==> src/rtl/retire_defines.svh <==
`ifndef RETIRE_DEFINES_SVH
`define RETIRE_DEFINES_SVH

// ~~~~~~~~~~~~~~~~~~~~~~~~~~~~~~~~~~~~~~~~
// datapath sizes.
// ~~~~~~~~~~~~~~~~~~~~~~~~~~~~~~~~~~~~~~~~
`define RETIRE_XLEN        32
`define RETIRE_NREGS       32
`define RETIRE_REG_RESET   32'hffff_ffff

// ~~~~~~~~~~~~~~~~~~~~~~~~~~~~~~~~~~~~~~~~
// debug register byte offsets.
// ~~~~~~~~~~~~~~~~~~~~~~~~~~~~~~~~~~~~~~~~
`define RETIRE_CSR_CTRL        8'h00
`define RETIRE_CSR_LIMIT_LO    8'h04
`define RETIRE_CSR_LIMIT_HI    8'h08
`define RETIRE_CSR_STATUS      8'h0c
`define RETIRE_CSR_CYCLE_LO    8'h10
`define RETIRE_CSR_CYCLE_HI    8'h14
`define RETIRE_CSR_INSTRET_LO  8'h18
`define RETIRE_CSR_INSTRET_HI  8'h1c
`define RETIRE_CSR_REGS        8'h80

`endif

==> src/rtl/retire_pkg.sv <==
`default_nettype none

`include "retire_defines.svh"

package retire_pkg;

    // one register file word.
    typedef logic [`RETIRE_XLEN-1:0] xlen_t;

    // program counter of a retiring instruction.
    typedef logic [`RETIRE_XLEN-1:0] addr_t;

    // raw instruction word, always 32 bits in RV32.
    typedef logic [31:0] inst_t;

    // tag handed out at issue.
    typedef logic [7:0] iid_t;

    // register index, x0..x31.
    typedef logic [4:0] reg_idx_t;

    // wide event counters.
    typedef logic [63:0] count_t;

endpackage

`default_nettype wire

==> src/rtl/retire_if.sv <==
`timescale 1ns/1ps
`default_nettype none

interface retire_if;
    import retire_pkg::*;

    logic     valid;
    addr_t    pc;
    inst_t    inst;
    iid_t     inst_id;
    logic     rf_wen;
    reg_idx_t reg_addr;
    xlen_t    wdata;

    // the producer side of the retire record.
    modport src (
        output valid, pc, inst, inst_id, rf_wen, reg_addr, wdata
    );

    // the write-back side, no back-pressure.
    modport sink (
        input valid, pc, inst, inst_id, rf_wen, reg_addr, wdata
    );

endinterface

`default_nettype wire

==> src/rtl/write_back_stage.sv <==
`timescale 1ns/1ps
`default_nettype none

`include "retire_defines.svh"

module write_back_stage (
    input  wire logic              clk,
    input  wire logic              rst_n,
    retire_if.sink                 ret,
    input  wire logic              halted,
    output logic                   commit,
    input  wire retire_pkg::reg_idx_t rs1_addr,
    input  wire retire_pkg::reg_idx_t rs2_addr,
    output retire_pkg::xlen_t      rs1_data,
    output retire_pkg::xlen_t      rs2_data,
    input  wire retire_pkg::reg_idx_t dbg_addr,
    output retire_pkg::xlen_t      dbg_data
);
    import retire_pkg::*;

    logic  wen;
    xlen_t rf_q [`RETIRE_NREGS];

    // a record retires unless the counters have stopped the core.
    assign commit = ret.valid && !halted;
    assign wen    = commit && ret.rf_wen && (ret.reg_addr != '0);

    // ~~~~~~~~~~~~~~~~~~~~~~~~~~~~~~~~~~~~~~~~
    // register file.
    // ~~~~~~~~~~~~~~~~~~~~~~~~~~~~~~~~~~~~~~~~

    // entry 0 is loaded with zero at reset and never written again.
    always_ff @(posedge clk or negedge rst_n) begin
        if (!rst_n) begin
            rf_q[0] <= '0;
            for (int i = 1; i < `RETIRE_NREGS; i++) begin
                rf_q[i] <= `RETIRE_REG_RESET;
            end
        end else if (wen) begin
            rf_q[ret.reg_addr] <= ret.wdata;
        end
    end

    // decode ports see the word being committed this cycle.
    always_comb begin
        rs1_data = rf_q[rs1_addr];
        if (wen && (rs1_addr == ret.reg_addr)) begin
            rs1_data = ret.wdata;
        end
        rs2_data = rf_q[rs2_addr];
        if (wen && (rs2_addr == ret.reg_addr)) begin
            rs2_data = ret.wdata;
        end
    end

    // debugger sees stored state only.
    assign dbg_data = rf_q[dbg_addr];

    // ~~~~~~~~~~~~~~~~~~~~~~~~~~~~~~~~~~~~~~~~
    // checks.
    // ~~~~~~~~~~~~~~~~~~~~~~~~~~~~~~~~~~~~~~~~

    // write data must be known whenever a register is written.
    a_wdata_known: assert property (
        @(posedge clk) disable iff (!rst_n)
        commit && ret.rf_wen |-> !$isunknown(ret.wdata)
    ) else $error("wdata %h unknown at pc %h inst %h id %h",
                  ret.wdata, ret.pc, ret.inst, ret.inst_id);

    a_addr_known: assert property (
        @(posedge clk) disable iff (!rst_n)
        ret.valid |-> !$isunknown(ret.reg_addr)
    ) else $error("reg_addr unknown at pc %h", ret.pc);

endmodule

`default_nettype wire

==> src/rtl/retire_counters.sv <==
`timescale 1ns/1ps
`default_nettype none

module retire_counters (
    input  wire logic               clk,
    input  wire logic               rst_n,
    input  wire logic               commit,
    input  wire logic               clear_cnt,
    input  wire logic               limit_en,
    input  wire retire_pkg::count_t limit,
    output retire_pkg::count_t      cycle_cnt,
    output retire_pkg::count_t      instret_cnt,
    output logic                    halted
);
    import retire_pkg::*;

    count_t cycle_q;
    count_t instret_q;
    count_t instret_nxt;
    logic   halted_q;
    logic   limit_hit;

    assign instret_nxt = instret_q + 64'd1;

    // compare against the value the counter is about to take.
    assign limit_hit = commit && limit_en && (instret_nxt == limit);

    // ~~~~~~~~~~~~~~~~~~~~~~~~~~~~~~~~~~~~~~~~
    // counters and halt flag.
    // ~~~~~~~~~~~~~~~~~~~~~~~~~~~~~~~~~~~~~~~~

    always_ff @(posedge clk or negedge rst_n) begin
        if (!rst_n) begin
            cycle_q   <= '0;
            instret_q <= '0;
            halted_q  <= 1'b0;
        end else if (clear_cnt) begin
            cycle_q   <= '0;
            instret_q <= '0;
            halted_q  <= 1'b0;
        end else begin
            cycle_q <= cycle_q + 64'd1;
            if (commit) begin
                instret_q <= instret_nxt;
            end
            // sticky until cleared.
            if (limit_hit) begin
                halted_q <= 1'b1;
            end
        end
    end

    assign cycle_cnt   = cycle_q;
    assign instret_cnt = instret_q;
    assign halted      = halted_q;

    // the write-back stage must stop committing once halted.
    a_halt_freezes_instret: assert property (
        @(posedge clk) disable iff (!rst_n)
        halted && !clear_cnt |=> $stable(instret_cnt)
    ) else $error("instret moved while halted, now %h", instret_cnt);

endmodule

`default_nettype wire

==> src/rtl/debug_csr.sv <==
`timescale 1ns/1ps
`default_nettype none

`include "retire_defines.svh"

module debug_csr (
    input  wire logic                 clk,
    input  wire logic                 rst_n,
    input  wire logic                 wb_cyc,
    input  wire logic                 wb_stb,
    input  wire logic                 wb_we,
    input  wire retire_pkg::xlen_t    wb_adr,
    input  wire retire_pkg::xlen_t    wb_dat_w,
    input  wire logic [3:0]           wb_sel,
    output retire_pkg::xlen_t         wb_dat_r,
    output logic                      wb_ack,
    output logic                      limit_en,
    output logic                      clear_cnt,
    output retire_pkg::count_t        limit,
    input  wire logic                 halted,
    input  wire retire_pkg::count_t   cycle_cnt,
    input  wire retire_pkg::count_t   instret_cnt,
    output retire_pkg::reg_idx_t      dbg_addr,
    input  wire retire_pkg::xlen_t    dbg_data
);
    import retire_pkg::*;

    logic   req;
    logic   wr;
    logic   in_page;
    logic   in_window;
    xlen_t  rd_data;
    logic   ack_q;
    xlen_t  dat_r_q;
    logic   limit_en_q;
    logic   clear_q;
    count_t limit_q;

    // new request only while no ack is pending.
    assign req = wb_cyc && wb_stb && !ack_q;
    assign wr  = req && wb_we;

    assign in_page   = (wb_adr[`RETIRE_XLEN-1:8] == '0);
    assign in_window = in_page && (wb_adr[7:0] >= `RETIRE_CSR_REGS) && (wb_adr[1:0] == 2'b00);

    // word index into the register window.
    assign dbg_addr = wb_adr[6:2];

    // ~~~~~~~~~~~~~~~~~~~~~~~~~~~~~~~~~~~~~~~~
    // read mux.
    // ~~~~~~~~~~~~~~~~~~~~~~~~~~~~~~~~~~~~~~~~

    always_comb begin
        rd_data = '0;
        if (in_window) begin
            rd_data = dbg_data;
        end else if (in_page) begin
            case (wb_adr[7:0])
                `RETIRE_CSR_CTRL:       rd_data = xlen_t'(limit_en_q);
                `RETIRE_CSR_LIMIT_LO:   rd_data = limit_q[31:0];
                `RETIRE_CSR_LIMIT_HI:   rd_data = limit_q[63:32];
                `RETIRE_CSR_STATUS:     rd_data = xlen_t'(halted);
                `RETIRE_CSR_CYCLE_LO:   rd_data = cycle_cnt[31:0];
                `RETIRE_CSR_CYCLE_HI:   rd_data = cycle_cnt[63:32];
                `RETIRE_CSR_INSTRET_LO: rd_data = instret_cnt[31:0];
                `RETIRE_CSR_INSTRET_HI: rd_data = instret_cnt[63:32];
                default:                rd_data = '0;
            endcase
        end
    end

    // ~~~~~~~~~~~~~~~~~~~~~~~~~~~~~~~~~~~~~~~~
    // bus handshake and writable registers.
    // ~~~~~~~~~~~~~~~~~~~~~~~~~~~~~~~~~~~~~~~~

    always_ff @(posedge clk or negedge rst_n) begin
        if (!rst_n) begin
            ack_q      <= 1'b0;
            clear_q    <= 1'b0;
            limit_en_q <= 1'b0;
            limit_q    <= '0;
        end else begin
            ack_q   <= req;
            // clear fires during the ack cycle, counters drop on the edge after.
            clear_q <= wr && in_page && (wb_adr[7:0] == `RETIRE_CSR_CTRL) && wb_dat_w[1];
            if (wr && in_page) begin
                case (wb_adr[7:0])
                    `RETIRE_CSR_CTRL:     limit_en_q     <= wb_dat_w[0];
                    `RETIRE_CSR_LIMIT_LO: limit_q[31:0]  <= wb_dat_w;
                    `RETIRE_CSR_LIMIT_HI: limit_q[63:32] <= wb_dat_w;
                    default: ;
                endcase
            end
        end
    end

    // read data is captured with the ack.
    always_ff @(posedge clk) begin
        if (req) begin
            dat_r_q <= rd_data;
        end
    end

    assign wb_ack    = ack_q;
    assign wb_dat_r  = dat_r_q;
    assign limit_en  = limit_en_q;
    assign limit     = limit_q;
    assign clear_cnt = clear_q;

    // only full-word writes are supported.
    a_full_word_write: assert property (
        @(posedge clk) disable iff (!rst_n)
        wb_cyc && wb_stb && wb_we |-> wb_sel == 4'hf
    ) else $error("partial write, wb_sel %h", wb_sel);

endmodule

`default_nettype wire

==> src/rtl/retire_unit.sv <==
`timescale 1ns/1ps
`default_nettype none

module retire_unit (
    input  wire logic                 clk,
    input  wire logic                 rst_n,
    // retire record.
    input  wire logic                 ret_valid,
    input  wire retire_pkg::addr_t    ret_pc,
    input  wire retire_pkg::inst_t    ret_inst,
    input  wire retire_pkg::iid_t     ret_inst_id,
    input  wire logic                 ret_rf_wen,
    input  wire retire_pkg::reg_idx_t ret_reg_addr,
    input  wire retire_pkg::xlen_t    ret_wdata,
    // decode read ports.
    input  wire retire_pkg::reg_idx_t rs1_addr,
    input  wire retire_pkg::reg_idx_t rs2_addr,
    output retire_pkg::xlen_t         rs1_data,
    output retire_pkg::xlen_t         rs2_data,
    // wishbone slave.
    input  wire logic                 wb_cyc,
    input  wire logic                 wb_stb,
    input  wire logic                 wb_we,
    input  wire retire_pkg::xlen_t    wb_adr,
    input  wire retire_pkg::xlen_t    wb_dat_w,
    input  wire logic [3:0]           wb_sel,
    output retire_pkg::xlen_t         wb_dat_r,
    output logic                      wb_ack,
    output logic                      halted
);
    import retire_pkg::*;

    logic     commit;
    logic     limit_en;
    logic     clear_cnt;
    count_t   limit;
    count_t   cycle_cnt;
    count_t   instret_cnt;
    reg_idx_t dbg_addr;
    xlen_t    dbg_data;

    retire_if ret_bus ();

    assign ret_bus.valid    = ret_valid;
    assign ret_bus.pc       = ret_pc;
    assign ret_bus.inst     = ret_inst;
    assign ret_bus.inst_id  = ret_inst_id;
    assign ret_bus.rf_wen   = ret_rf_wen;
    assign ret_bus.reg_addr = ret_reg_addr;
    assign ret_bus.wdata    = ret_wdata;

    write_back_stage write_back_stage_inst (
        .clk      (clk),
        .rst_n    (rst_n),
        .ret      (ret_bus.sink),
        .halted   (halted),
        .commit   (commit),
        .rs1_addr (rs1_addr),
        .rs2_addr (rs2_addr),
        .rs1_data (rs1_data),
        .rs2_data (rs2_data),
        .dbg_addr (dbg_addr),
        .dbg_data (dbg_data)
    );

    retire_counters retire_counters_inst (
        .clk         (clk),
        .rst_n       (rst_n),
        .commit      (commit),
        .clear_cnt   (clear_cnt),
        .limit_en    (limit_en),
        .limit       (limit),
        .cycle_cnt   (cycle_cnt),
        .instret_cnt (instret_cnt),
        .halted      (halted)
    );

    debug_csr debug_csr_inst (
        .clk         (clk),
        .rst_n       (rst_n),
        .wb_cyc      (wb_cyc),
        .wb_stb      (wb_stb),
        .wb_we       (wb_we),
        .wb_adr      (wb_adr),
        .wb_dat_w    (wb_dat_w),
        .wb_sel      (wb_sel),
        .wb_dat_r    (wb_dat_r),
        .wb_ack      (wb_ack),
        .limit_en    (limit_en),
        .clear_cnt   (clear_cnt),
        .limit       (limit),
        .halted      (halted),
        .cycle_cnt   (cycle_cnt),
        .instret_cnt (instret_cnt),
        .dbg_addr    (dbg_addr),
        .dbg_data    (dbg_data)
    );

endmodule

`default_nettype wire

==> config.mk <==
export PLATFORM = sky130hd
export DESIGN_NAME = retire_unit
export DESIGN_NICKNAME = d
export VERILOG_FILES = /design/src/rtl/retire_pkg.sv /design/src/rtl/retire_if.sv /design/src/rtl/write_back_stage.sv /design/src/rtl/retire_counters.sv /design/src/rtl/debug_csr.sv /design/src/rtl/retire_unit.sv
export VERILOG_INCLUDE_DIRS = /design/src /design/src/rtl
export SDC_FILE = /design/constraint.sdc
export NUM_CORES = 2
export LEC_CHECK = 0
export ABC_CLOCK_PERIOD_IN_PS = 5200
export BUFFER_PORTS_ARGS = -buffer_cell sky130_fd_sc_hd__buf_2
export CAP_MARGIN = 25
export CORE_MARGIN = 2
export CORE_UTILIZATION = 45
export CTS_CLUSTER_SIZE = 8
export DETAILED_ROUTE_END_ITERATION = 12
export GPL_TIMING_DRIVEN = 0
export SLEW_MARGIN = 5
export SYNTH_ARGS = -nofsm -noshare
export SYNTH_HDL_FRONTEND = slang
export SYNTH_SLANG_ARGS = --single-unit
==> constraint.sdc <==
create_clock -name clk -period 5.2 [get_ports clk]
set_input_delay 1.04 -clock clk [delete_from_list [all_inputs] [get_ports clk]]
set_output_delay 1.04 -clock clk [all_outputs]
set_load 0.05 [all_outputs]
==> reports/qor.csv <==
metric,value,unit
status,"finished, violations left",
failing checks,negative setup slack,
cell-internal power,16.66,mW
crit path launch,rs2_addr[1],
Layout Skew,30.30,ps
Worst path max stage delay,770,ps
critical path's slowest cell,o21ai_0,
synthesized area,76730,µm²
clk buf depth,3,
via count,55890,
crit path max fanout,10,
worst-case vdd ir drop,0.3185,mV
Leak,34.54,nW
design area,88460,µm²
crit end category,primary output,
routed vias/inst,6.965,
die area,173800,µm²
share of layout cells above drive strength 1,65.48,%
nets,5929,
GR Util All Layers,35.44,%
Iteration-0 DRC Markers,7014,
Fmax achieved,185.3,MHz
first-pass GRT wire length,429400,µm
worst path arrival time,4360,ps
worst r2r src,retire_counters_inst.instret_cnt[0],
antenna violations before repair,17,
Final Hold Fails,0,
clock root buffer,clkbuf_16,
die height,416.9,µm
later-pin clock latency in the skew report,830,ps
post-synth cell types,71,
Hold WS,149.0,ps
P&R area growth vs syn,15.29,%
Final Setup Violations,8,
top-area cell type share of the netlist area,33.97,%
largest net degree at the start of global routing,158,
Synth Register Bits,1252,
sequential area share after synthesis,42.66,%
Required @ worst endpoint,4160,ps
H-tree depth,4,
Switching Share,26.12,%
vias in the first global route,55360,
WL per Instance,38.38,µm
cell row count,151,
Post-DP Area,83210,µm²
post-DP HPWL,230600,µm
global route total overflow,0,
drt first pass iters,6,
Final WS setup,-195.3,ps
Yosys Warn Count,0,
pre-CTS setup slack,-1349,ps
maxcap violations,0,
Cells after Synth,5163,
Post-route DRC,0,
CTS buffer count,176,
NetSw,5.888,mW
routability congestion estimate,1.012,
worst setup path category,in2out,
IO Count,292,
Worst Hold Class,in2async,
"Avg Cell Area, Syn",14.86,µm²
core area,169500,µm²
IO buf count,208,
RSZ-0062 raised after global routing,yes,
WL final,308000,µm
DRT antenna net count,0,
R2R cell count,12,
total power,22.55,mW
Synth area leaders,"dfstp_2 (34%), mux4_2 (28%), mux2_2 (16%), dfrtp_1 (7.4%), clkbuf_1 (2.0%)",
Die W,416.9,µm
syn_nets,5359,
largest area contributor in the netlist,dfstp_2,
fin crit period,5395,ps
CP cell instances,clkbuf_1 -> clkbuf_2 -> clkbuf_2 -> mux4_2 -> mux4_2 -> mux2i_1 -> o21ai_0 -> buf_2,
ys async rst share,97.44,%
Seq pwr share,44.0,%
initial core utilization,45.28,%
Slew Limit Headroom,19.08,%
"Reg clk slew, reported paths",50,ps
Num Clock Sinks,1252,
pins over their slew limit,0,
"EDFF count, synth",32,
"Top FF cell, synth",dfstp_2,
CTS tree,yes,
worst slew pin tran,1214,ps
clock network power share,47.5,%
Comb pwr share,8.5,%
final period utilization,103.8,%
crit path launch type,input port,
P per Cell Area,254.9,nW/µm²
==> registers in the layout, summed over array words and instances, names as in the netlist <==
signal and cells:
retire_counters_inst.halted 1, write_back_stage_inst.rf_q 1024, debug_csr_inst.wb_ack 1, debug_csr_inst.wb_dat_r 32, debug_csr_inst.limit 64, debug_csr_inst.limit_en 1
retire_counters_inst.instret_cnt 64, debug_csr_inst.clear_cnt 1, retire_counters_inst.cycle_cnt 64
==> stage by stage <==
step	utilization (%)	std cells	TNS [ps]
after floorplan	-	5163	0
after global placement	47.53	7589	-
after detailed placement	49.10	7759	-54050
after CTS	52.11	8007	0
after global routing	52.20	8022	-32.77
final	52.20	8024	-518.0
==> per-layer routing <==
metal	part of all wire (%)	global-route usage (%)
met1	37	44.70
met2	46	54.51
met3	11	10.91
met4	6.6	19.74
met5	0.018	0
==> final cells by class <==
cell class / count / area [µm²]
Buffer: 571 / 2457
Clock buffer: 229 / 4623
Multi-Input combinational cell: 3323 / 41830
Clock inverter: 15 / 196.4
Antenna cell: 7 / 17.52
Tap cell: 2218 / 2775
Timing Repair Buffer: 393 / 3770
Fill cell: 14180 / 81010
Sequential cell: 1252 / 32730
Inverter: 16 / 60.06
==> power groups by stage <==
stage	sequential [mW]	combinational (mW)	clock (mW)
floorplan	10.1	0.827	0
global placement	10.0	1.72	0
detailed placement	10.0	1.87	0
CTS	9.91	1.89	10.8
global route	9.91	1.98	11.2
finish	9.91	1.93	10.7
==> worst paths after layout <==
kind / end / slack [ps]
worst max-delay path: rs2_data[29] / -200
worst min-delay path: write_back_stage_inst.rf_q[1018] / 150
worst max register to register: retire_counters_inst.halted / 990
worst min register to register: write_back_stage_inst.rf_q[1021] / 490
max in group asynchronous: write_back_stage_inst.rf_q[999] / 2640
min in group clk: debug_csr_inst.limit[10] / 470
==> cell usage after synthesis (10+ instances only) <==
cell type and instances:
clkbuf_1 416, nand3_1 79, and3_1 28, nor4_1 27, buf_2 27, xnor2_1 86
mux2_2 1058, dfrtp_1 228, nor3_1 32, and4_1 12, a21oi_1 72, inv_1 16
edfxtp_1 32, nor2_1 196, nand4_1 54, mux2i_1 96, buf_1 124, a22oi_1 64
nand2_1 161, or4_1 10, dfstp_2 992, o21ai_0 79, a221oi_1 32, and2_1 11
mux4_2 960, or3_1 36, o22ai_1 36, xor2_1 103
==> critical path, delay by kind of cell <==
family | cells | cell delay (ps)
buffers and inverters | 4 | 1840
AOI/OAI and AO/OA | 1 | 770
muxes | 3 | 660
==> layout by cell type, fill, tap and decap left out, types with 13 or more instances in the layout <==
master     instances
xor2_1           103
buf_4             27
a221oi_1          32
a22oi_1           64
clkbuf_16        176
clkbuf_1         392
or3_1             36
and3_1            28
buf_8            129
nor4_1            26
mux2i_1           95
clkbuf_4          13
nand4_1           54
buf_2            280
buf_1             64
dfrtp_1          228
mux2_2          1058
nor3_1            32
mux4_2           960
a21oi_1           65
nand2_1          161
o21ai_0           77
buf_6             29
nor2_1           194
edfxtp_1          32
clkbuf_2          62
xnor2_1           86
o22ai_1           36
inv_1             16
nand3_1           78
dfstp_2          992
==> what timing repair did <==
| action | CTS | global route |
|---|---|---|
| setup endpoints to repair | 64 | 41 |
| pin swaps | 2 | 0 |
| resized for setup | 116 | 14 |
| hold buffers | 0 | 0 |
| setup buffers | 5 | 0 |
==> logic make-up after synthesis <==
kind of cell / synth area share, %
AO/OA/AOI/OAI: 2.722
XOR/XNOR: 2.157
adder cells (fa/ha/maj): 0.03261
buffers and inverters: 2.935
flip-flops: 42.66
multiplexers: 44.96
AND/OR/NAND/NOR: 4.538
(Power assumes the default switching activity.)
